**config.mk**
```make
export PLATFORM = sky130hd
export DESIGN_NAME = pid_block
export DESIGN_NICKNAME = d
export VERILOG_FILES = /design/src/hw/pid_pkg.sv /design/src/hw/pid_block.sv
export SDC_FILE = /design/constraint.sdc
export NUM_CORES = 2
export LEC_CHECK = 0
export ABC_AREA = 1
export BUFFER_PORTS_ARGS = -buffer_cell sky130_fd_sc_hd__buf_4
export CAP_MARGIN = 15
export CORE_UTILIZATION = 57
export CTS_BUF_LIST = sky130_fd_sc_hd__clkbuf_8 sky130_fd_sc_hd__clkbuf_16
export DETAILED_ROUTE_END_ITERATION = 10
export GPL_TIMING_DRIVEN = 0
export PLACE_DENSITY = 0.74
export SYNTH_ARGS = -nofsm -noshare
export SYNTH_HDL_FRONTEND = slang
export SYNTH_SLANG_ARGS = --single-unit
```
**constraint.sdc**
```tcl
create_clock -name clk -period 18.5 [get_ports clk]
set_clock_uncertainty 0.05 [all_clocks]
set_input_delay 2.775 -clock clk [delete_from_list [all_inputs] [get_ports clk]]
set_output_delay 2.775 -clock clk [all_outputs]
set_load 0.005 [all_outputs]
```
**src/hw/pid_pkg.sv**
```systemverilog
////////////////////////////////////////////////////////////
// pid package
// data widths, scaling shifts and register map shared
// by the 2x2 MIMO PID controller
////////////////////////////////////////////////////////////

package pid_pkg;

  ////////////////////////////////////////////////////////////
  // data path
  ////////////////////////////////////////////////////////////

  localparam int DW   = 14;         // sample and setting width
  localparam int CNI  = 2;          // input channels
  localparam int CNO  = 2;          // output channels
  localparam int NBLK = CNO * CNI;  // pid blocks, index o*2+i

  // output clamp limits for 14 bit signed
  localparam logic signed [DW-1:0] SAT_MAX = {1'b0, {(DW-1){1'b1}}};  // 8191
  localparam logic signed [DW-1:0] SAT_MIN = {1'b1, {(DW-1){1'b0}}};  // -8192

  // gain scaling, arithmetic right shifts
  localparam int PSR = 12;  // proportional
  localparam int ISR = 18;  // integral
  localparam int DSR = 10;  // derivative
  localparam int IW  = 32;  // integrator accumulator width

  ////////////////////////////////////////////////////////////
  // register map
  ////////////////////////////////////////////////////////////

  // bit 6 low  -> global integrator reset register
  // bit 6 high -> block settings, bits 5:4 = {o,i}
  localparam int ADR_SEL_BIT = 6;
  localparam int ADR_BLK_LSB = 4;  // lowest block index bit

  // offsets inside one block
  localparam int OFS_SP = 0;   // set point
  localparam int OFS_KP = 4;   // proportional gain
  localparam int OFS_KI = 8;   // integral gain
  localparam int OFS_KD = 12;  // derivative gain

endpackage

```
**src/hw/pid_block.sv**
```systemverilog
`timescale 1ns/10ps
////////////////////////////////////////////////////////////
// pid block
// one PID core in three pipeline stages with a saturating
// integrator that clears while its reset input is high
////////////////////////////////////////////////////////////

module pid_block (
  input  logic                          clk,
  input  logic                          rstn,
  // data
  input  logic signed [pid_pkg::DW-1:0] dat_i,  // input sample
  output logic signed [pid_pkg::DW-1:0] pid_o,  // controller output
  // settings
  input  logic signed [pid_pkg::DW-1:0] sp_i,   // set point
  input  logic signed [pid_pkg::DW-1:0] kp_i,   // proportional gain
  input  logic signed [pid_pkg::DW-1:0] ki_i,   // integral gain
  input  logic signed [pid_pkg::DW-1:0] kd_i,   // derivative gain
  input  logic                          irst_i  // integrator clear
);

  ////////////////////////////////////////////////////////////
  // stage 1, error
  ////////////////////////////////////////////////////////////

  logic signed [pid_pkg::DW:0] err;       // 15 bit, sp - sample
  logic signed [pid_pkg::DW:0] err_prev;  // error one sample back

  always_ff @(posedge clk) begin
    if (!rstn) begin
      err      <= '0;
      err_prev <= '0;
    end else begin
      err      <= sp_i - dat_i;  // one extra bit, no overflow
      err_prev <= err;
    end
  end

  ////////////////////////////////////////////////////////////
  // stage 2, P, I and D terms
  ////////////////////////////////////////////////////////////

  logic signed [2*pid_pkg::DW:0]   kp_mult;  // 14 x 15 -> 29 bit
  logic signed [2*pid_pkg::DW:0]   ki_mult;
  logic signed [pid_pkg::DW+1:0]   err_dif;  // 16 bit difference
  logic signed [2*pid_pkg::DW+1:0] kd_mult;  // 14 x 16 -> 30 bit
  logic signed [pid_pkg::IW:0]     int_sum;  // one guard bit

  logic signed [2*pid_pkg::DW-pid_pkg::PSR:0]   p_reg;    // 17 bit
  logic signed [pid_pkg::IW-1:0]                int_reg;  // accumulator
  logic signed [2*pid_pkg::DW+1-pid_pkg::DSR:0] d_reg;    // 20 bit

  assign kp_mult = kp_i * err;
  assign ki_mult = ki_i * err;
  assign err_dif = err - err_prev;
  assign kd_mult = kd_i * err_dif;
  assign int_sum = int_reg + ki_mult;  // ki_mult sign extended

  always_ff @(posedge clk) begin
    if (!rstn) begin
      p_reg <= '0;
      d_reg <= '0;
    end else begin
      // dropping low bits of a signed word is an arithmetic shift
      p_reg <= kp_mult[2*pid_pkg::DW:pid_pkg::PSR];
      d_reg <= kd_mult[2*pid_pkg::DW+1:pid_pkg::DSR];
    end
  end

  // integrator, clamps at the accumulator limits instead of wrapping
  always_ff @(posedge clk) begin
    if (!rstn) begin
      int_reg <= '0;
    end else if (irst_i) begin
      int_reg <= '0;  // held clear by the global reset bit
    end else if (int_sum[pid_pkg::IW:pid_pkg::IW-1] == 2'b01) begin
      int_reg <= {1'b0, {(pid_pkg::IW-1){1'b1}}};  // positive limit
    end else if (int_sum[pid_pkg::IW:pid_pkg::IW-1] == 2'b10) begin
      int_reg <= {1'b1, {(pid_pkg::IW-1){1'b0}}};  // negative limit
    end else begin
      int_reg <= int_sum[pid_pkg::IW-1:0];
    end
  end

  ////////////////////////////////////////////////////////////
  // stage 3, sum and clamp
  ////////////////////////////////////////////////////////////

  logic signed [pid_pkg::IW-pid_pkg::ISR-1:0]     i_term;   // 14 bit
  logic signed [2*pid_pkg::DW+2-pid_pkg::DSR:0]   pid_sum;  // 21 bit

  assign i_term  = int_reg[pid_pkg::IW-1:pid_pkg::ISR];  // int >>> ISR
  // widest term is D at 20 bit, 21 bit holds all three
  assign pid_sum = p_reg + i_term + d_reg;

  always_ff @(posedge clk) begin
    if (!rstn) begin
      pid_o <= '0;
    end else if (pid_sum > pid_pkg::SAT_MAX) begin
      pid_o <= pid_pkg::SAT_MAX;
    end else if (pid_sum < pid_pkg::SAT_MIN) begin
      pid_o <= pid_pkg::SAT_MIN;
    end else begin
      pid_o <= pid_sum[pid_pkg::DW-1:0];
    end
  end

  ////////////////////////////////////////////////////////////
  // checks
  ////////////////////////////////////////////////////////////

  // a cleared integrator holds no history into the next cycle
  a_irst_clears: assert property (
    @(posedge clk) disable iff (!rstn)
    irst_i |=> (int_reg == '0)
  );

endmodule

```
== Yosys cells after proc, flatten, opt, wreduce, memory -nomap -nowiden ==
Index checks and enable logic that the tools add are counted.
Cells by class
  multiply operators: 3
  $add $sub $neg: 5
  reduce and logical (&&, ||, !) cells: 3
  $lt $le $gt $ge: 2
  bitwise logic cells: 1
  multiplexer cells: 4
  eq/ne operators: 2
Operators with widths (count)
  $mul 14x15->29: 2
  $add 32x29->33: 1
  $mux 32: 1
  $mux 31: 1
  $mul 14x16->30: 1
  $add 18x20->21: 1
  $gt 21x14->1 const B: 1
  $lt 21x14->1 const B: 1
  $add 17x14->18: 1
  $sub 15x15->16: 1
  $sub 14x14->15: 1
  $mux 14: 1
  $mux 13: 1
  $reduce_or 2->1: 2
  $reduce_or 3->1: 1
  $eq 2x1->1 const B: 1
  $eq 2x2->1 const B: 1
  $not 1->1: 1
Storage, ports and cells
  register bits after elaboration: 113
  input bits: 73
  logic and storage cells: 28

== Depth between registers and ports, before layout ==
  depth in word-level cells: 5
  gate-level depth with buffers: 39
  mapped depth without buffers: 38

== Worst setup path after synthesis ==
Ideal clock, no wire load.
  path kind: input-to-reg
  start point: input ki_i[0] (netlist bit)
  end point: register int_reg[10] (netlist bit)
  required time: 18.392 ns
  setup slack: 10.098 ns
  path buffers: 1
  setup time: 0.058 ns
  arrival time: 8.294 ns
  stages: 23
  cells stage by stage: nand2_1 -> inv_1 -> fa_1 -> fa_1 -> inv_1 -> fa_1 -> fa_1 -> fa_1 -> inv_1 -> fa_1 -> ha_1 -> a21oi_1 -> nor2_1 -> nor2_2 -> o21bai_1 -> a21oi_1 -> nand2_1 -> nand2_1 -> nand2_2 -> nor2_4 -> nand2_4 -> buf_6 -> nand2_1
Between the ends
  cells in the longest elaborated chain, start to end: 5
  elaborated cells on any way between the ends: 6
  classes of those cells: add/sub: 1; mul: 1; eq/ne: 2; mux: 2
Ends and longest elaborated chain
  start, declared: RTL line pid_block.sv:17  | input logic signed [pid_pkg::DW-1:0] ki_i,
  $mul 14x15->29 *: RTL line pid_block.sv:54  | assign ki_mult = ki_i * err;
  $add 32x29->33 *: RTL line pid_block.sv:57  | assign int_sum = int_reg + ki_mult;
  $eq 2x2->1: RTL line pid_block.sv:78  | end else if (int_sum[pid_pkg::IW:pid_pkg::IW-1] == 2'b10) begin
  $mux 32: RTL line pid_block.sv:78
  $mux 31 *: RTL line pid_block.sv:76  | end else if (int_sum[pid_pkg::IW:pid_pkg::IW-1] == 2'b01) begin
  end signal, assigned: RTL line pid_block.sv:77  | int_reg <= {1'b0, {(pid_pkg::IW-1){1'b1}}};
  end signal, assigned: RTL line pid_block.sv:79  | int_reg <= {1'b1, {(pid_pkg::IW-1){1'b0}}};
  end signal, assigned: RTL line pid_block.sv:81  | int_reg <= int_sum[pid_pkg::IW-1:0];
  end, declared: RTL line pid_block.sv:50  | logic signed [pid_pkg::IW-1:0] int_reg;
Every way passes the cells marked *; elsewhere a longest branch is shown, timed or not.
A chain may end at the register's enable or synchronous reset.

== Worst setup path after layout ==
  start point: input ki_i[0] (netlist bit)
  end point: register int_reg[12] (netlist bit)
The elaborated chain is that of the path after synthesis.

==> key figures <==
Outcome
  – Status: complete, no violations

Worst setup path
  – Flop2flop setup slack: 10.28 ns
  – Crit path max fanout: 15
  – Startpoint Class: primary input
  – Critical path arrival: 9.47 ns
  – CP Capture Type: flop
  – Critical Path RT: 18.85 ns
  – Worst path bufs/invs: 5
  – Most used cell, CP: fa_1
  – CP cell instances: buf_4 > nand2_1 > inv_1 > fa_1 > fa_1 > inv_1 > fa_1 > fa_1 > fa_1 > inv_1 > fa_1 > ha_1 > a21oi_1 > nor2_1 > nor2_2 > o21bai_1 > a21oi_1 > nand2_1 > nand2_1 > nand2_2 > nor2_4 > nand2_4 > buf_6 > nand2_1
  – Setup CP Type: primary input to flop
  – Max incr delay on CP: 0.80 ns
  – Critical path's slowest cell: nand2_1
  – Top delay family on crit path: adder cells

Global routing
  – Grt total ovfl: 0
  – Largest net degree at the start of global routing: 17
  – First-pass GRT wire length: 150000 um
  – Global Route Usage Sum: 33.2%
  – Initial antenna violation count: 4
  – Vias in the first global route: 27900

Synth
  – Post-synthesis mux area share: 0%
  – Syn_area_per_cell: 7.92 sq um
  – Sequential fraction of the synthesis area: 6.84%
  – Area contributors post-synth: fa_1 (43%), inv_1 (13%), nand2_1 (11%)
  – Post-synthesis adder-cell area fraction: 53.8%
  – Number of synthesized flops with an enable pin: 0
  – Post-synth top area share: 43.4%
  – Compound-cell area share of the yosys netlist: 5.58%
  – Dominant synthesized flop cell: dfxtp_1
  – Post-Synthesis Cell Area: between 30000 and 40000 sq um
  – Fraction of registers with async set/reset: 0%
  – Synthesized instance count: 4175
  – Count leader, synth: inv_1
  – Xor/xnor cell area share of the yosys netlist: 1.95%
  – #FFs+latches synth: 113
  – Yosys cell types: 50
  – Largest family of logic cells by synthesized area: adder cells
  – Post-Syn Nets: 5239
  – Post-Synth Simple-Gate Area: 17.3%
  – Area leader, netlist: fa_1
  – Commonest cells in the netlist: inv_1 (1144), nand2_1 (932), fa_1 (717)
  – Synthesis Warnings: 0

STA
  – Final hold vios: 0
  – Final Max Slew Viols: 0
  – Hold Slack: roughly 0.53 ns
  – Tcrit/Tclk final: around 49%
  – Worst slew pin tran: 1.16 ns
  – RSZ-0062 raised after global routing: false
  – Maximum clock rate: 110 MHz
  – Fin crit period: 9.13 ns
  – Final count of negative-setup-slack endpoints: 0
  – Total negative setup slack: 0 ns
  – Rel. slew slack: a little under a quarter

Place
  – Hpwl dp: 79900 um
  – Gp weighted congestion: 0.981
  – Port Buffers: 83

Finish
  – NumNets Final: 5342
  – Layout cell share with drive strength beyond 1: ~4.7%
  – Area growth, synth to finish: 6.59%
  – Max reg flops: 32

Floorplanning
  – Initial Util: 58.2%
  – FP Rows: 87
  – Die Span Y: ~240 um
  – Core Region: 56800 sq um
  – Die area: 59000 sq um
  – Die Wd: 243 um
  – Ports: 87

Clock network
  – CTS Hold Buffers Added: 0
  – CTS clk-pin slew, worst paths: approximately 0.060 ns
  – Htree depth: 4
  – Clk buf depth: 2
  – CTS tree: done
  – Post-CTS setup buffer count: 0
  – Root Driver: clkbuf_16
  – Post-CTS Resized: 0
  – Skew-Pair Late Insertion Delay: around 0.48 ns
  – # clock sinks: 113
  – Cts bufs inserted: 17

Route
  – DR DRC count: 0
  – Total number of vias: between 20000 and 30000
  – DR iter-0 viols: between 1500 and 2000
  – ANT nets after route: 0
  – Post-detailed-route via-to-cell ratio: 5.29
  – Total Wirelength: just over 90000 um
  – Drt pass-1 iters: 7
  – Routed wire per std cell: roughly 18 um

Flow run
  – # Max-Cap Violations: 0

Hold path
  – Hold Crit Class: flop to flop
## worst reg2reg max path: cells and delay by family (launching register included)
kind | cells | cell delay [ns]
simple gates | 15 | 1.29
buf+inv | 7 | 0.71
xor+xnor | 1 | 0.73
fa+ha+maj | 9 | 3.95
flops | 1 | 0.29
compound gates | 5 | 1.16
## cells in the final DEF, fill, tap and decap left out, types with 6 or more instances in the layout
master,Yosys,final
o21ai_0,81,81
xor2_1,37,37
nor3_1,16,16
buf_1,9,9
a21boi_0,6,6
nand2_2,28,28
xnor2_1,33,33
clkbuf_16,0,17
nand2_1,932,932
or2_2,6,6
fa_1,717,717
a21oi_2,11,11
clkbuf_1,95,95
a21o_1,14,14
nand3_1,97,97
buf_4,0,84
inv_1,1144,1145
o21a_1,11,11
nand4_1,20,20
nor2_2,8,8
nand3_2,8,8
nand3b_1,6,6
o21bai_1,9,9
a21oi_1,171,171
a31oi_1,6,6
dfxtp_1,113,113
ha_1,274,274
nor2_1,266,266
## through the flow
stage | instances | util, % | instance area (sq um) | setup WS (ns)
after floorplan | 4175 | - | 33100 | 10.10
after global placement | 5014 | 61.0 | 34600 | 9.00
after detailed placement | 5015 | 61.0 | 34700 | 8.87
after CTS | 5045 | 62.0 | 35200 | 9.38
after global routing | 5045 | 62.0 | 35200 | 9.08
final | 5050 | 62.0 | 35300 | 9.37
## path summary, 6_finish.rpt
kind | start | endpoint | cells past startpoint
setup / recovery | ki_i[0] | int_reg[12] | 24
hold / removal | int_reg[0] | int_reg[0] | 3
setup reg to reg | err[0] | d_reg[14] | 37
hold reg to reg | int_reg[0] | int_reg[0] | 3
## final cells by class
class / instances / area (sq um)
Buffer: 113 / 482
Multi-Input combinational cell: 2797 / 26000
Sequential cell: 113 / 2260
Fill cell: 5139 / 21600
Inverter: 1152 / 4320
Tap cell: 756 / 946
Antenna cell: 5 / 12.5
Timing Repair Buffer: 84 / 631
Clock buffer: 21 / 480
Clock inverter: 9 / 109
## routing by layer
layer	global-route usage, %	part of all wire (%)	wire length, um
met1	42.2	40	36900
met2	54.2	47	43400
met3	7.59	8.9	8280
met4	14.7	4.7	4390
met5	0	0	0
## logic make-up (layout without fill, tap and decap cells)
logic type,Yosys count,in the layout
AO/OA/AOI/OAI,328,328
XOR/XNOR,72,72
other,0,5
buffers and inverters,1265,1379
flip-flops,113,113
adder cells (fa/ha/maj),991,991
AND/OR/NAND/NOR,1406,1406
Power is left out: the tool's default activity adds up to more than one toggle a clock period on the data nets, which glitch-free logic cannot reach.
