$ cat config.mk
export PLATFORM = sky130hd
export DESIGN_NAME = mimo_sum_sat
export DESIGN_NICKNAME = d
export VERILOG_FILES = /design/src/hw/pid_pkg.sv /design/src/hw/mimo_sum_sat.sv
export SDC_FILE = /design/constraint.sdc
export NUM_CORES = 1
export LEC_CHECK = 0
export BUFFER_PORTS_ARGS = -buffer_cell sky130_fd_sc_hd__buf_2
export CAP_MARGIN = 25
export CORE_ASPECT_RATIO = 1.25
export CORE_MARGIN = 2
export CORE_UTILIZATION = 52
export CTS_BUF_LIST = sky130_fd_sc_hd__clkbuf_8 sky130_fd_sc_hd__clkbuf_16
export CTS_CLUSTER_DIAMETER = 150
export DETAILED_ROUTE_END_ITERATION = 10
export PLACE_DENSITY_LB_ADDON = 0.12
export SYNTH_ARGS = -nofsm -noshare
export SYNTH_HDL_FRONTEND = slang
export SYNTH_SLANG_ARGS = --single-unit
$ cat constraint.sdc
create_clock -name clk -period 3.6 [get_ports clk]
set_input_delay 0.18 -clock clk [delete_from_list [all_inputs] [get_ports clk]]
set_output_delay 0.18 -clock clk [all_outputs]
set_load 0.02 [all_outputs]
$ cat src/hw/pid_pkg.sv
////////////////////////////////////////////////////////////
// pid package
// data widths, scaling shifts and register map shared
// by the 2x2 MIMO PID controller
////////////////////////////////////////////////////////////

package pid_pkg;

  ////////////////////////////////////////////////////////////
  // data path
  ////////////////////////////////////////////////////////////

  localparam int DW   = 14;         // sample and setting width
  localparam int CNI  = 2;          // input channels
  localparam int CNO  = 2;          // output channels
  localparam int NBLK = CNO * CNI;  // pid blocks, index o*2+i

  // output clamp limits for 14 bit signed
  localparam logic signed [DW-1:0] SAT_MAX = {1'b0, {(DW-1){1'b1}}};  // 8191
  localparam logic signed [DW-1:0] SAT_MIN = {1'b1, {(DW-1){1'b0}}};  // -8192

  // gain scaling, arithmetic right shifts
  localparam int PSR = 12;  // proportional
  localparam int ISR = 18;  // integral
  localparam int DSR = 10;  // derivative
  localparam int IW  = 32;  // integrator accumulator width

  ////////////////////////////////////////////////////////////
  // register map
  ////////////////////////////////////////////////////////////

  // bit 6 low  -> global integrator reset register
  // bit 6 high -> block settings, bits 5:4 = {o,i}
  localparam int ADR_SEL_BIT = 6;
  localparam int ADR_BLK_LSB = 4;  // lowest block index bit

  // offsets inside one block
  localparam int OFS_SP = 0;   // set point
  localparam int OFS_KP = 4;   // proportional gain
  localparam int OFS_KI = 8;   // integral gain
  localparam int OFS_KD = 12;  // derivative gain

endpackage

$ cat src/hw/mimo_sum_sat.sv
`timescale 1ns/10ps
////////////////////////////////////////////////////////////
// mimo sum and saturate
// adds two PID results of one output channel and clamps
// the registered sum to the 14 bit signed range
////////////////////////////////////////////////////////////

module mimo_sum_sat (
  input  logic                          clk,
  input  logic                          rstn,
  input  logic signed [pid_pkg::DW-1:0] a_i,   // block (o,0)
  input  logic signed [pid_pkg::DW-1:0] b_i,   // block (o,1)
  output logic signed [pid_pkg::DW-1:0] sum_o  // clamped sum
);

  logic signed [pid_pkg::DW:0] sum;  // 15 bit, cannot wrap

  assign sum = a_i + b_i;

  always_ff @(posedge clk) begin
    if (!rstn) begin
      sum_o <= '0;
    end else if (sum > pid_pkg::SAT_MAX) begin
      sum_o <= pid_pkg::SAT_MAX;  // 8191
    end else if (sum < pid_pkg::SAT_MIN) begin
      sum_o <= pid_pkg::SAT_MIN;  // -8192
    end else begin
      sum_o <= sum[pid_pkg::DW-1:0];
    end
  end

  // no wrap, the output keeps the sign shared by both inputs
  a_no_wrap_pos: assert property (
    @(posedge clk) disable iff (!rstn)
    (!a_i[pid_pkg::DW-1] && !b_i[pid_pkg::DW-1]) |=> !sum_o[pid_pkg::DW-1]
  );

  a_no_wrap_neg: assert property (
    @(posedge clk) disable iff (!rstn)
    (a_i[pid_pkg::DW-1] && b_i[pid_pkg::DW-1]) |=> sum_o[pid_pkg::DW-1]
  );

endmodule

* Word level (Yosys, flattened, before mapping)
Cells that the tools add are included.
Cells by class: $lt $le $gt $ge 2, bitwise logic cells 1, muxes and demuxes 2, reduce and logical (&&, ||, !) cells 1, add/subtract/negate cells 1
Operator list (number):
- 14-bit by 14-bit adder with 15-bit output | 1
- 15-bit by 14-bit > comparator with 1-bit output (second input constant) | 1
- 15-bit by 14-bit < comparator with 1-bit output (second input constant) | 1
- 14-bit 2-to-1 mux | 1
- 13-bit 2-to-1 mux | 1
- 2-bit OR reduction | 1
- 1-bit NOT | 1
Storage, ports and cells: output and inout port bits 14, register bits 14, bits of input ports 30

* Logic depth before layout (Yosys ltp)
Gate-level depths: netlist of run 1.
depth in word-level cells 4, mapped depth 10, mapped depth without buffers 9

* Worst setup path before layout of run 1
OpenSTA, ideal clock, no wires.
kind input -> register, start input a_i[0] (netlist bit), end register sum_o[10] (netlist bit), cell stages on the path 10, library setup time 140 ps, required time 3460 ps, setup slack 1163 ps, path buffers 1, arrival time 2296 ps, path through ha_1 > fa_1 > a211o_1 > a21oi_1 > o211ai_1 > a22o_1 > or4_1 > buf_2 > nand2_1 > a311oi_1
Between the ends: cells in the longest elaborated chain, start to end 4
Ends and longest elaborated chain:
- start, declared | line mimo_sum_sat.sv:11 | input logic signed [pid_pkg::DW-1:0] a_i,
- 14-bit by 14-bit adder with 15-bit output * | line mimo_sum_sat.sv:18 | assign sum = a_i + b_i;
- 15-bit by 14-bit < comparator with 1-bit output | line mimo_sum_sat.sv:25 | end else if (sum < pid_pkg::SAT_MIN) begin
- 14-bit 2-to-1 mux | line mimo_sum_sat.sv:25
- 13-bit 2-to-1 mux * | line mimo_sum_sat.sv:23 | end else if (sum > pid_pkg::SAT_MAX) begin
- end signal, assigned | line mimo_sum_sat.sv:24 | sum_o <= pid_pkg::SAT_MAX;
- end signal, assigned | line mimo_sum_sat.sv:26 | sum_o <= pid_pkg::SAT_MIN;
- end signal, assigned | line mimo_sum_sat.sv:28 | sum_o <= sum[pid_pkg::DW-1:0];
- end, declared | line mimo_sum_sat.sv:13 | output logic signed [pid_pkg::DW-1:0] sum_o
Every way passes the cells marked *; elsewhere a longest branch is shown, timed or not. A chain may end at the register's enable or synchronous reset.

* Final worst setup path of run 1
start input a_i[0] (netlist bit), end register sum_o[1] (netlist bit)
Same word-level chain as after synthesis.

==> results of run 1 <==
[cell families after synthesis]
family | Yosys count | synth area share (%)
AOI/OAI and AO/OA | 65 | 32.3
and+or+nand+nor | 45 | 18.0
adders and majority gates | 22 | 18.7
buffers and inverters | 17 | 5.11
DFF | 14 | 19.7
xor gates and xnor gates | 10 | 6.17
[per-stage QoR]
step	utilization [%]	hold slack (ps)	instance area [um2]	std cells
global placement	62.0	467	1630	239
floorplan	-	318	1420	173
CTS	64.0	226	1680	243
finish	64.0	233	1680	243
detailed placement	62.0	475	1630	239
global route	64.0	252	1680	243
[cells in the mapped netlist, types with 3 or more instances]
master / count
xor2_1: 5
dfxtp_1: 14
nor2_1: 3
o21ai_0: 12
a31oi_1: 5
and3_1: 3
clkbuf_1: 8
maj3_1: 7
o21a_1: 3
nor3_1: 3
inv_1: 5
xnor2_1: 5
nand4_1: 3
a21oi_1: 17
nand2b_1: 3
ha_1: 14
nand2_1: 14
nand3_1: 3
a21o_1: 4
[worst min-delay path by stage]
stage	startpoint	endpoint	slack, ps
2_1_floorplan	rstn	sum_o[0]	320
3_3_place_gp	rstn	sum_o[1]	470
3_5_place_dp	rstn	sum_o[0]	470
4_1_cts	rstn	sum_o[0]	230
5_1_grt	rstn	sum_o[6]	250
6_report	rstn	sum_o[0]	230
[power breakdown]
part	switching [mW]	internal, mW
sequential	0.00458	0.180
combinational	0.187	0.129
clock	0.0473	0.0964
[area by class of cell]
class                      instances  area [um2]  area share [%]
tap                               34        42.5            2.53
sequential                        14         280            16.7
timing repair buffer              43         215            12.8
inverter                           6        22.5            1.34
clock buffer                       4        55.1            3.27
multi-input combinational        142        1070            63.4
[layer usage]
layer | vias to the layer above | global-route usage (%) | routed length, um
met3 | 6 | 1.67 | 101
met4 | 0 | 8.78 | 60
li1 | 733 | - | -
met1 | 662 | 22.5 | 1290
met2 | 39 | 41.8 | 1770
met5 | - | 0 | 0
[layout by cell type, fill, tap and decap left out, types with 2 or more instances in the layout]
cell type  netlist  layout
buf_2            1      43
a21oi_1         17      17
nand2_1         14      14
ha_1            14      14
dfxtp_1         14      14
o21ai_0         12      12
maj3_1           7       7
xor2_1           5       5
inv_1            5       5
a31oi_1          5       5
xnor2_1          5       5
a21o_1           4       4
clkbuf_8         0       4
nand2b_1         3       3
nand3_1          3       3
o21a_1           3       3
and3_1           3       3
nand4_1          3       3
nor3_1           3       3
nor2_1           3       3
a211oi_1         2       2
o211ai_1         2       2
or4_1            2       2
a311oi_1         2       2
and2_1           2       2
a2bb2oi_1        2       2
nor4_1           2       2
a2111oi_0        2       2
==> run metrics, run 1 <==
Clock Sinks=14; top post-synthesis cells by area=dfxtp_1 (20%), ha_1 (12%), a21oi_1 (6.0%); f_max=0.390 GHz; data arrival time of the worst path=2650 ps; worst path cell trace=buf_2 -> ha_1 -> fa_1 -> a211o_1 -> a21oi_1 -> o211ai_1 -> a22o_1 -> or4_1 -> nand2_1 -> a31oi_1; Worst Path Buf+Inv=1; core area=2630 um2; row count=21; clk slew on worst S/H paths=50 ps; Most used DFF post-synth=dfxtp_1; leakage=0.780 nW; CP peak stage delay=540 ps; required time of the critical path=3690 ps; WL/cell=13.2 um; drt drc=0; asr flop ratio synth=0%; Yosys top cell by area=dfxtp_1; Slew HR=66.5%; drt initial violations=32; Place WS=803 ps; Synth top area share=19.7%; Starting Density=54.0%; Syn. warnings=0; ratio of cells with drive above 1 in the final layout=27.8%; delay-heaviest family, CP=compound AO/OA/AOI/OAI gates; cell count after synthesis=173; area grow syn2layout=18.5%; setup TNS=0 ps; Synthesized Nets=218; CTS tree=yes; Avg Cell Area, Syn=8.21 um2; Initial DRT Pass Iterations=4; RSZ-0062 raised after global routing=no; Setup crit start kind=primary input; GR Util All Layers=21.4%; final period utilization=71.1%; Seq cells post-synth=14; post-cts resize count=0; Max IR drop VDD=221 uV; Die X=50.7 um; Tightest Pin Transition=499 ps; root buf cell=clkbuf_8; Top Registers=sum_o: 14 flops; first-pass GRT wire length=5500 um; max-slew violations=0; num ports=44; Vias=1440; CP Capture Type=register; pin count of the biggest net entering global routing=20; Max-Cap Viols=0; final wirelength=3210 um; die area=3170 um2; post-synthesis cell area=1420 um2; depth of the worst hold-timing path=3; fin nets=255; vias in the first global route=1402; max reg flops=14; Seq/Total Area, Yosys=19.7%; Critical Path Stages=10; initial antenna violation count=0; Setup Buffers After CTS=0; Pwr Density=383 nW/um2; clock buffer count from CTS=3; CTS max path bufs=2; hold_buf cts=0; H-tree levels=1; Crit. Startpoint=a_i[0]; DR vias/cell=5.93; # fillers=259; Crit-path slowest cell=or4_1; Post-DRT Antenna Nets=0; Power Total=0.645 mW; Hold Crit Class=in -> reg; Hold Vio Cnt, Final=0; total gr overflow=0; critical path type=in -> reg; min cycle time layout=2560 ps; Port-buffer cells=43; Antenna Cells=0; Post-synth EDFFs=0; status=finished, final reports clean; Final WS setup=1040 ps; Yosys cell types=52; Placer Congestion=0.857; # setup viols final=0; DPL Wire Length=2720 um; most flop-heavy register=sum_o; Critical Path End=sum_o[1]; CP max FO=6; Die H=62.4 um
(Power assumes the default switching activity.)
==> inputs of run 2 (changes only) <==
--- a/config.mk
+++ b/config.mk
@@ -9,7 +9,7 @@
 export CAP_MARGIN = 25
 export CORE_ASPECT_RATIO = 1.25
 export CORE_MARGIN = 2
-export CORE_UTILIZATION = 52
+export CORE_UTILIZATION = 46
 export CTS_BUF_LIST = sky130_fd_sc_hd__clkbuf_8 sky130_fd_sc_hd__clkbuf_16
 export CTS_CLUSTER_DIAMETER = 150
 export DETAILED_ROUTE_END_ITERATION = 10
==> constraint.sdc (replaced) <==
create_clock -name clk -period 2.1 [get_ports clk]
set_input_delay 0.105 -clock clk [delete_from_list [all_inputs] [get_ports clk]]
set_output_delay 0.105 -clock clk [all_outputs]
set_load 0.02 [all_outputs]
==> run 2 against run 1 <==
The run now ends with negative setup slack left. Global-route usage grew 2.2 points. Flip-flop and latch count stayed put. Highest routed layer unchanged. Total power is 97% higher. Cell area up 28%. Sequential power increased by 72%. Critical path type unchanged. Routed wire length grew 22%. Core utilization rose by 9.0 points. Die area increased by 12%. Clock power is 47% higher.
==> run metrics, run 2 (synthesis gave the netlist of run 1 again) <==
Setup crit start kind=primary input; CP max FO=6 (unchanged); DPL Wire Length=3100 um (+14%); Hold Path Sink=sum_o[2]; Starting Density=48.2% (-5.8 points); Crit-path slowest cell=or4_4; Max-Cap Viols=0 (unchanged); data arrival time of the worst path=2300 ps (-350 ps); worst path cell trace=buf_6 -> ha_4 -> fa_2 -> a211o_1 -> a21oi_2 -> o211ai_1 -> a22o_1 -> or4_4 -> nand2_2 -> a311oi_1; core area=2950 um2 (+12%); RSZ-0062 raised after global routing=yes; WL/cell=13.5 um (+2.3%); min cycle time layout=2180 ps; Slew HR=73.3% (+6.8 points); Hold Vio Cnt, Final=0 (unchanged); CTS tree=yes; Switching Share=37.5% (+0.39 points); initial antenna violation count=0 (unchanged); die area=3550 um2 (+12%); GR Util All Layers=23.6% (+2.2 points); most flop-heavy register=sum_o; Hold Crit Start=rstn; status=finished with violations; critical path type=in -> reg; Vias=1610 (+12%); CP Capture Type=register; Tightest Pin Transition=391 ps (-108 ps); drt drc=0 (unchanged); total gr overflow=0 (unchanged); row count=22 (+4.8%); final core occ=73.1% (+9.0 points); Hold Crit Class=in -> reg; # fillers=232 (-10%); vias in the first global route=1549 (+10%); Die H=66.1 um (+5.9%); CP peak stage delay=520 ps (-20 ps); Pint=0.793 mW (+96%); pin count of the biggest net entering global routing=18 (-10%); Port-buffer cells=43 (unchanged); Max IR drop VDD=512 uV (+130%); clk slew on worst S/H paths=50 ps (about the same); drt initial violations=50 (+56%); design area=2150 um2 (+28%); max reg flops=14 (unchanged); commonest non-fill, non-tap cell in the layout=buf_4; FF+latch area=280 um2 (unchanged); Pwr Density=590 nW/um2 (+54%); H-tree levels=1 (unchanged); area grow syn2layout=51.5%; ratio of cells with drive above 1 in the final layout=47.2% (+19 points); Post-DRT Antenna Nets=0 (unchanged); Antenna Cells=0 (unchanged); sw power=0.476 mW (+99%); leakage=1.01 nW (+30%); Gate power share=58.4% (+9.3 points); Top Registers=sum_o: 14 flops; Placer Congestion=0.851 (-0.71%); dpl cell area=1960 um2 (+21%); sequential power share=24.9% (-3.7 points); final wirelength=3920 um (+22%); max-slew violations=0 (unchanged); DR vias/cell=5.55 (-6.3%); f_max=0.459 GHz; Clock Power Share=16.7% (-5.6 points); Die X=53.7 um (+5.8%); first-pass GRT wire length=6270 um (+14%); most frequent cells in the layout=buf_4 (45), buf_2 (41), a21oi_1 (15), dfxtp_1 (14); area taken by multi-input logic gates=1190 um2 (+11%); final period utilization=104%; Clock Sinks=14 (unchanged); CTS max path bufs=2 (unchanged); depth of the worst hold-timing path=3 (unchanged); failing checks=negative setup slack; Final WS setup=-79.9 ps (-1120 ps); Initial DRT Pass Iterations=4 (unchanged); num ports=44 (unchanged); required time of the critical path=2220 ps (-1470 ps); fin nets=301 (+18%); setup TNS=-503 ps (-503 ps); # setup viols final=10 (+10); clock buffer count from CTS=3 (unchanged); root buf cell=clkbuf_8
[run 2: how the worst max path moves through the flow]
stage / depth (start not counted) / end / from
floorplan: 10 / sum_o[10] / a_i[0]
global placement: 10 / sum_o[11] / a_i[0]
detailed placement: 10 / sum_o[10] / a_i[0]
CTS: 10 / sum_o[10] / a_i[0]
global route: 12 / sum_o[6] / a_i[0]
finish: 10 / sum_o[10] / a_i[0]
[run 2: cell type report]
class,instances,share of cell area [%]
Sequential cell,14,13.0
Multi-Input combinational cell,142,55.1
Tap cell,36,2.09
Clock buffer,3,1.92
Timing Repair Buffer,89,26.8
Inverter,6,1.05
[run 2: power groups by stage]
stage | logic (mW) | clock network, mW | registers (mW)
detailed placement | 0.661 | 0 | 0.321
floorplan | 0.356 | 0 | 0.379
global route | 0.804 | 0.227 | 0.321
finish | 0.741 | 0.212 | 0.316
CTS | 0.698 | 0.211 | 0.316
global placement | 0.642 | 0 | 0.322
[run 2: per-layer routing]
layer / share of wire, % / up-vias / GRT usage, % / wire [um]
met1: 39 / 746 / 24.5 / 1530
met3: 2.9 / 9 / 2.04 / 115
met2: 55 / 33 / 43.9 / 2170
met4: 2.7 / 0 / 13.1 / 105
li1: - / 822 / - / -
met5: 0 / - / 0 / 0
[run 2: repair_timing]
| action | 4_1_cts | 5_1_grt |
|---|---|---|
| resized for setup | 11 | 12 |
| pin swaps | 5 | 15 |
| hold buffers | 0 | 0 |
| endpoints found under the hold margin | 0 | 0 |
| setup buffers | 2 | 2 |
| setup endpoints to repair | 9 | 14 |
[run 2: critical path: cells and delay by family]
kind / cells / cell delay (ps)
AOI/OAI and AO/OA: 5 / 960
and+or+nand+nor: 2 / 610
adders and majority gates: 2 / 530
buffers and inverters: 1 / 100
[run 2: per-stage QoR]
stage / worst slack [ps] / power (mW) / std cells / hold WS (ps)
after floorplan: -129 / 0.735 / 173 / 243
after global placement: -320 / 0.963 / 283 / 387
after detailed placement: -421 / 0.982 / 283 / 401
after CTS: -28.2 / 1.23 / 288 / 152
after global routing: -183 / 1.35 / 290 / 138
final: -79.9 / 1.27 / 290 / 142
==> inputs of run 3 (changes only) <==
--- a/config.mk
+++ b/config.mk
@@ -13,7 +13,7 @@
 export CTS_BUF_LIST = sky130_fd_sc_hd__clkbuf_8 sky130_fd_sc_hd__clkbuf_16
 export CTS_CLUSTER_DIAMETER = 150
 export DETAILED_ROUTE_END_ITERATION = 10
-export PLACE_DENSITY_LB_ADDON = 0.12
+export PLACE_DENSITY = 0.76
 export SYNTH_ARGS = -nofsm -noshare
 export SYNTH_HDL_FRONTEND = slang
 export SYNTH_SLANG_ARGS = --single-unit
==> run 3 against run 2 <==
Die area did not move. Core utilization rose by 2.8 points. The flow still finishes with violations (negative setup slack). Cell area rose by 3.8%. Non-clock buffer count fell by 2. Count of clock-buffer cells in the layout did not move. Combinational power rose by 3.9%. Sequential power barely moved. Global-route usage fell by 1.6 points.
==> run metrics, run 3 (synthesis gave the netlist of run 1 again) <==
dpl cell area=1940 um2 (-1.1%); total gr overflow=0 (unchanged); num ports=44 (unchanged); Clock Sinks=14 (unchanged); Top Registers=sum_o: 14 flops; Placer Congestion=0.886 (+4.1%); WL/cell=15.0 um (+11%); area taken by multi-input logic gates=1260 um2 (+6.5%); vias in the first global route=1472 (-5.0%); Pwr Density=581 nW/um2 (-1.6%); design area=2230 um2 (+3.8%); clk slew on worst S/H paths=50 ps (about the same); Hold Path Sink=sum_o[0]; Setup crit start kind=primary input; Port-buffer cells=43 (unchanged); CTS max path bufs=2 (unchanged); GR Util All Layers=21.9% (-1.6 points); # setup viols final=11 (+1); commonest non-fill, non-tap cell in the layout=buf_2; final period utilization=104% (+0.18 points); Vias=1631 (+1.3%); Die X=53.7 um (unchanged); depth of the worst hold-timing path=3 (unchanged); min cycle time layout=2180 ps (+3.86 ps); row count=22 (unchanged); Tightest Pin Transition=533 ps (+142 ps); Hold Crit Class=in -> reg; worst-case hold slack=137 ps (-4.49 ps); drt initial violations=33 (-34%); root buf cell=clkbuf_8; fin nets=299 (-0.66%); # fillers=201 (-13%); most flop-heavy register=sum_o; Max IR drop VDD=454 uV (-11%); ratio of cells with drive above 1 in the final layout=51.6% (+4.3 points); H-tree levels=1 (unchanged); RSZ-0062 raised after global routing=yes; first-pass GRT wire length=5890 um (-6.1%); Initial DRT Pass Iterations=4 (unchanged); final core occ=75.8% (+2.8 points); clock buffer count from CTS=3 (unchanged); Post-DRT Antenna Nets=0 (unchanged); drt drc=0 (unchanged); FF+latch area=280 um2 (unchanged); f_max=0.458 GHz (-0.18%); DPL Wire Length=2960 um (-4.4%); Final WS setup=-83.8 ps (-3.86 ps); Hold Vio Cnt, Final=0 (unchanged); Antenna Cells=0 (unchanged); DR vias/cell=5.66 (+2.0%); area grow syn2layout=57.3%; max-slew violations=0 (unchanged); pin count of the biggest net entering global routing=18 (unchanged); final wirelength=4310 um (+9.8%); max reg flops=14 (unchanged); most frequent cells in the layout=buf_2 (41), buf_4 (38), dfxtp_1 (14), a21oi_1 (12); leakage=1.02 nW (+0.70%); Die H=66.1 um (unchanged); initial antenna violation count=0 (unchanged); CTS tree=yes; die area=3550 um2 (unchanged); CP Capture Type=register; failing checks=negative setup slack; Place WS=-345 ps (+76.0 ps); Slew HR=63.5% (-9.7 points); status=finished with violations; core area=2950 um2 (unchanged); Max-Cap Viols=0 (unchanged); CP max FO=6 (unchanged); Hold Crit Start=rstn; data arrival time of the worst path=2300 ps (about the same); Starting Density=48.2% (unchanged); critical path type=in -> reg; required time of the critical path=2210 ps (about the same)
[run 3: cell types whose count changed in the layout (fill, tap and decap cells not counted), sizes merged]
cell and change:
buf -2
[run 3: per-stage QoR]
step | total power [mW] | std cells | TNS [ps]
global route | 1.38 | 288 | -1160
floorplan | 0.735 | 173 | -878
finish | 1.30 | 288 | -370
global placement | 0.951 | 280 | -3450
CTS | 1.19 | 284 | -170
detailed placement | 0.965 | 280 | -3860
[run 3: cell type report]
cell class | count | area share [%]
clock buffer | 3 | 1.85
inverter | 6 | 1.01
multi-input combinational | 142 | 56.6
sequential | 14 | 12.5
tap | 36 | 2.02
timing repair buffer | 87 | 26.0
[run 3: repair_timing]
action                                  4_1_cts  5_1_grt
gates resized for setup                       9       34
gates cloned                                  0        0
setup buffers                                 1        4
hold buffers                                  0        0
endpoints found under the setup margin       10       14
pin swaps                                     8       24
[run 3: per-layer routing]
metal  vias to the layer above  global-route usage (%)  wire length, um
met2                        51                    42.1             2460
met5                         -                       0                0
met3                        15                    1.13              154
met4                         0                    11.2              152
li1                        818                       -                -
met1                       747                    22.6             1550
[run 3: worst max path at each step]
| stage | from | to |
|---|---|---|
| finish | a_i[0] | sum_o[10] |
| global route | a_i[0] | sum_o[10] |
| CTS | a_i[0] | sum_o[12] |
| detailed placement | a_i[0] | sum_o[12] |
| global placement | a_i[0] | sum_o[1] |
| floorplan | a_i[0] | sum_o[10] |
[run 3: critical path, stage by stage]
cell	delay, ps
buf_6	100
ha_4	150
fa_2	340
a211o_1	310
a21oi_2	180
o211ai_1	130
a22o_1	280
or4_4	510
nand2_2	110
a311oi_2	90
[run 3: report_power, final]
group / total, mW / switching (mW) / internal [mW] / leakage, nW
registers: 0.316 / 0.00750 / 0.308 / 0.117
clock network: 0.211 / 0.0842 / 0.126 / 0.0216
logic: 0.770 / 0.403 / 0.368 / 0.880
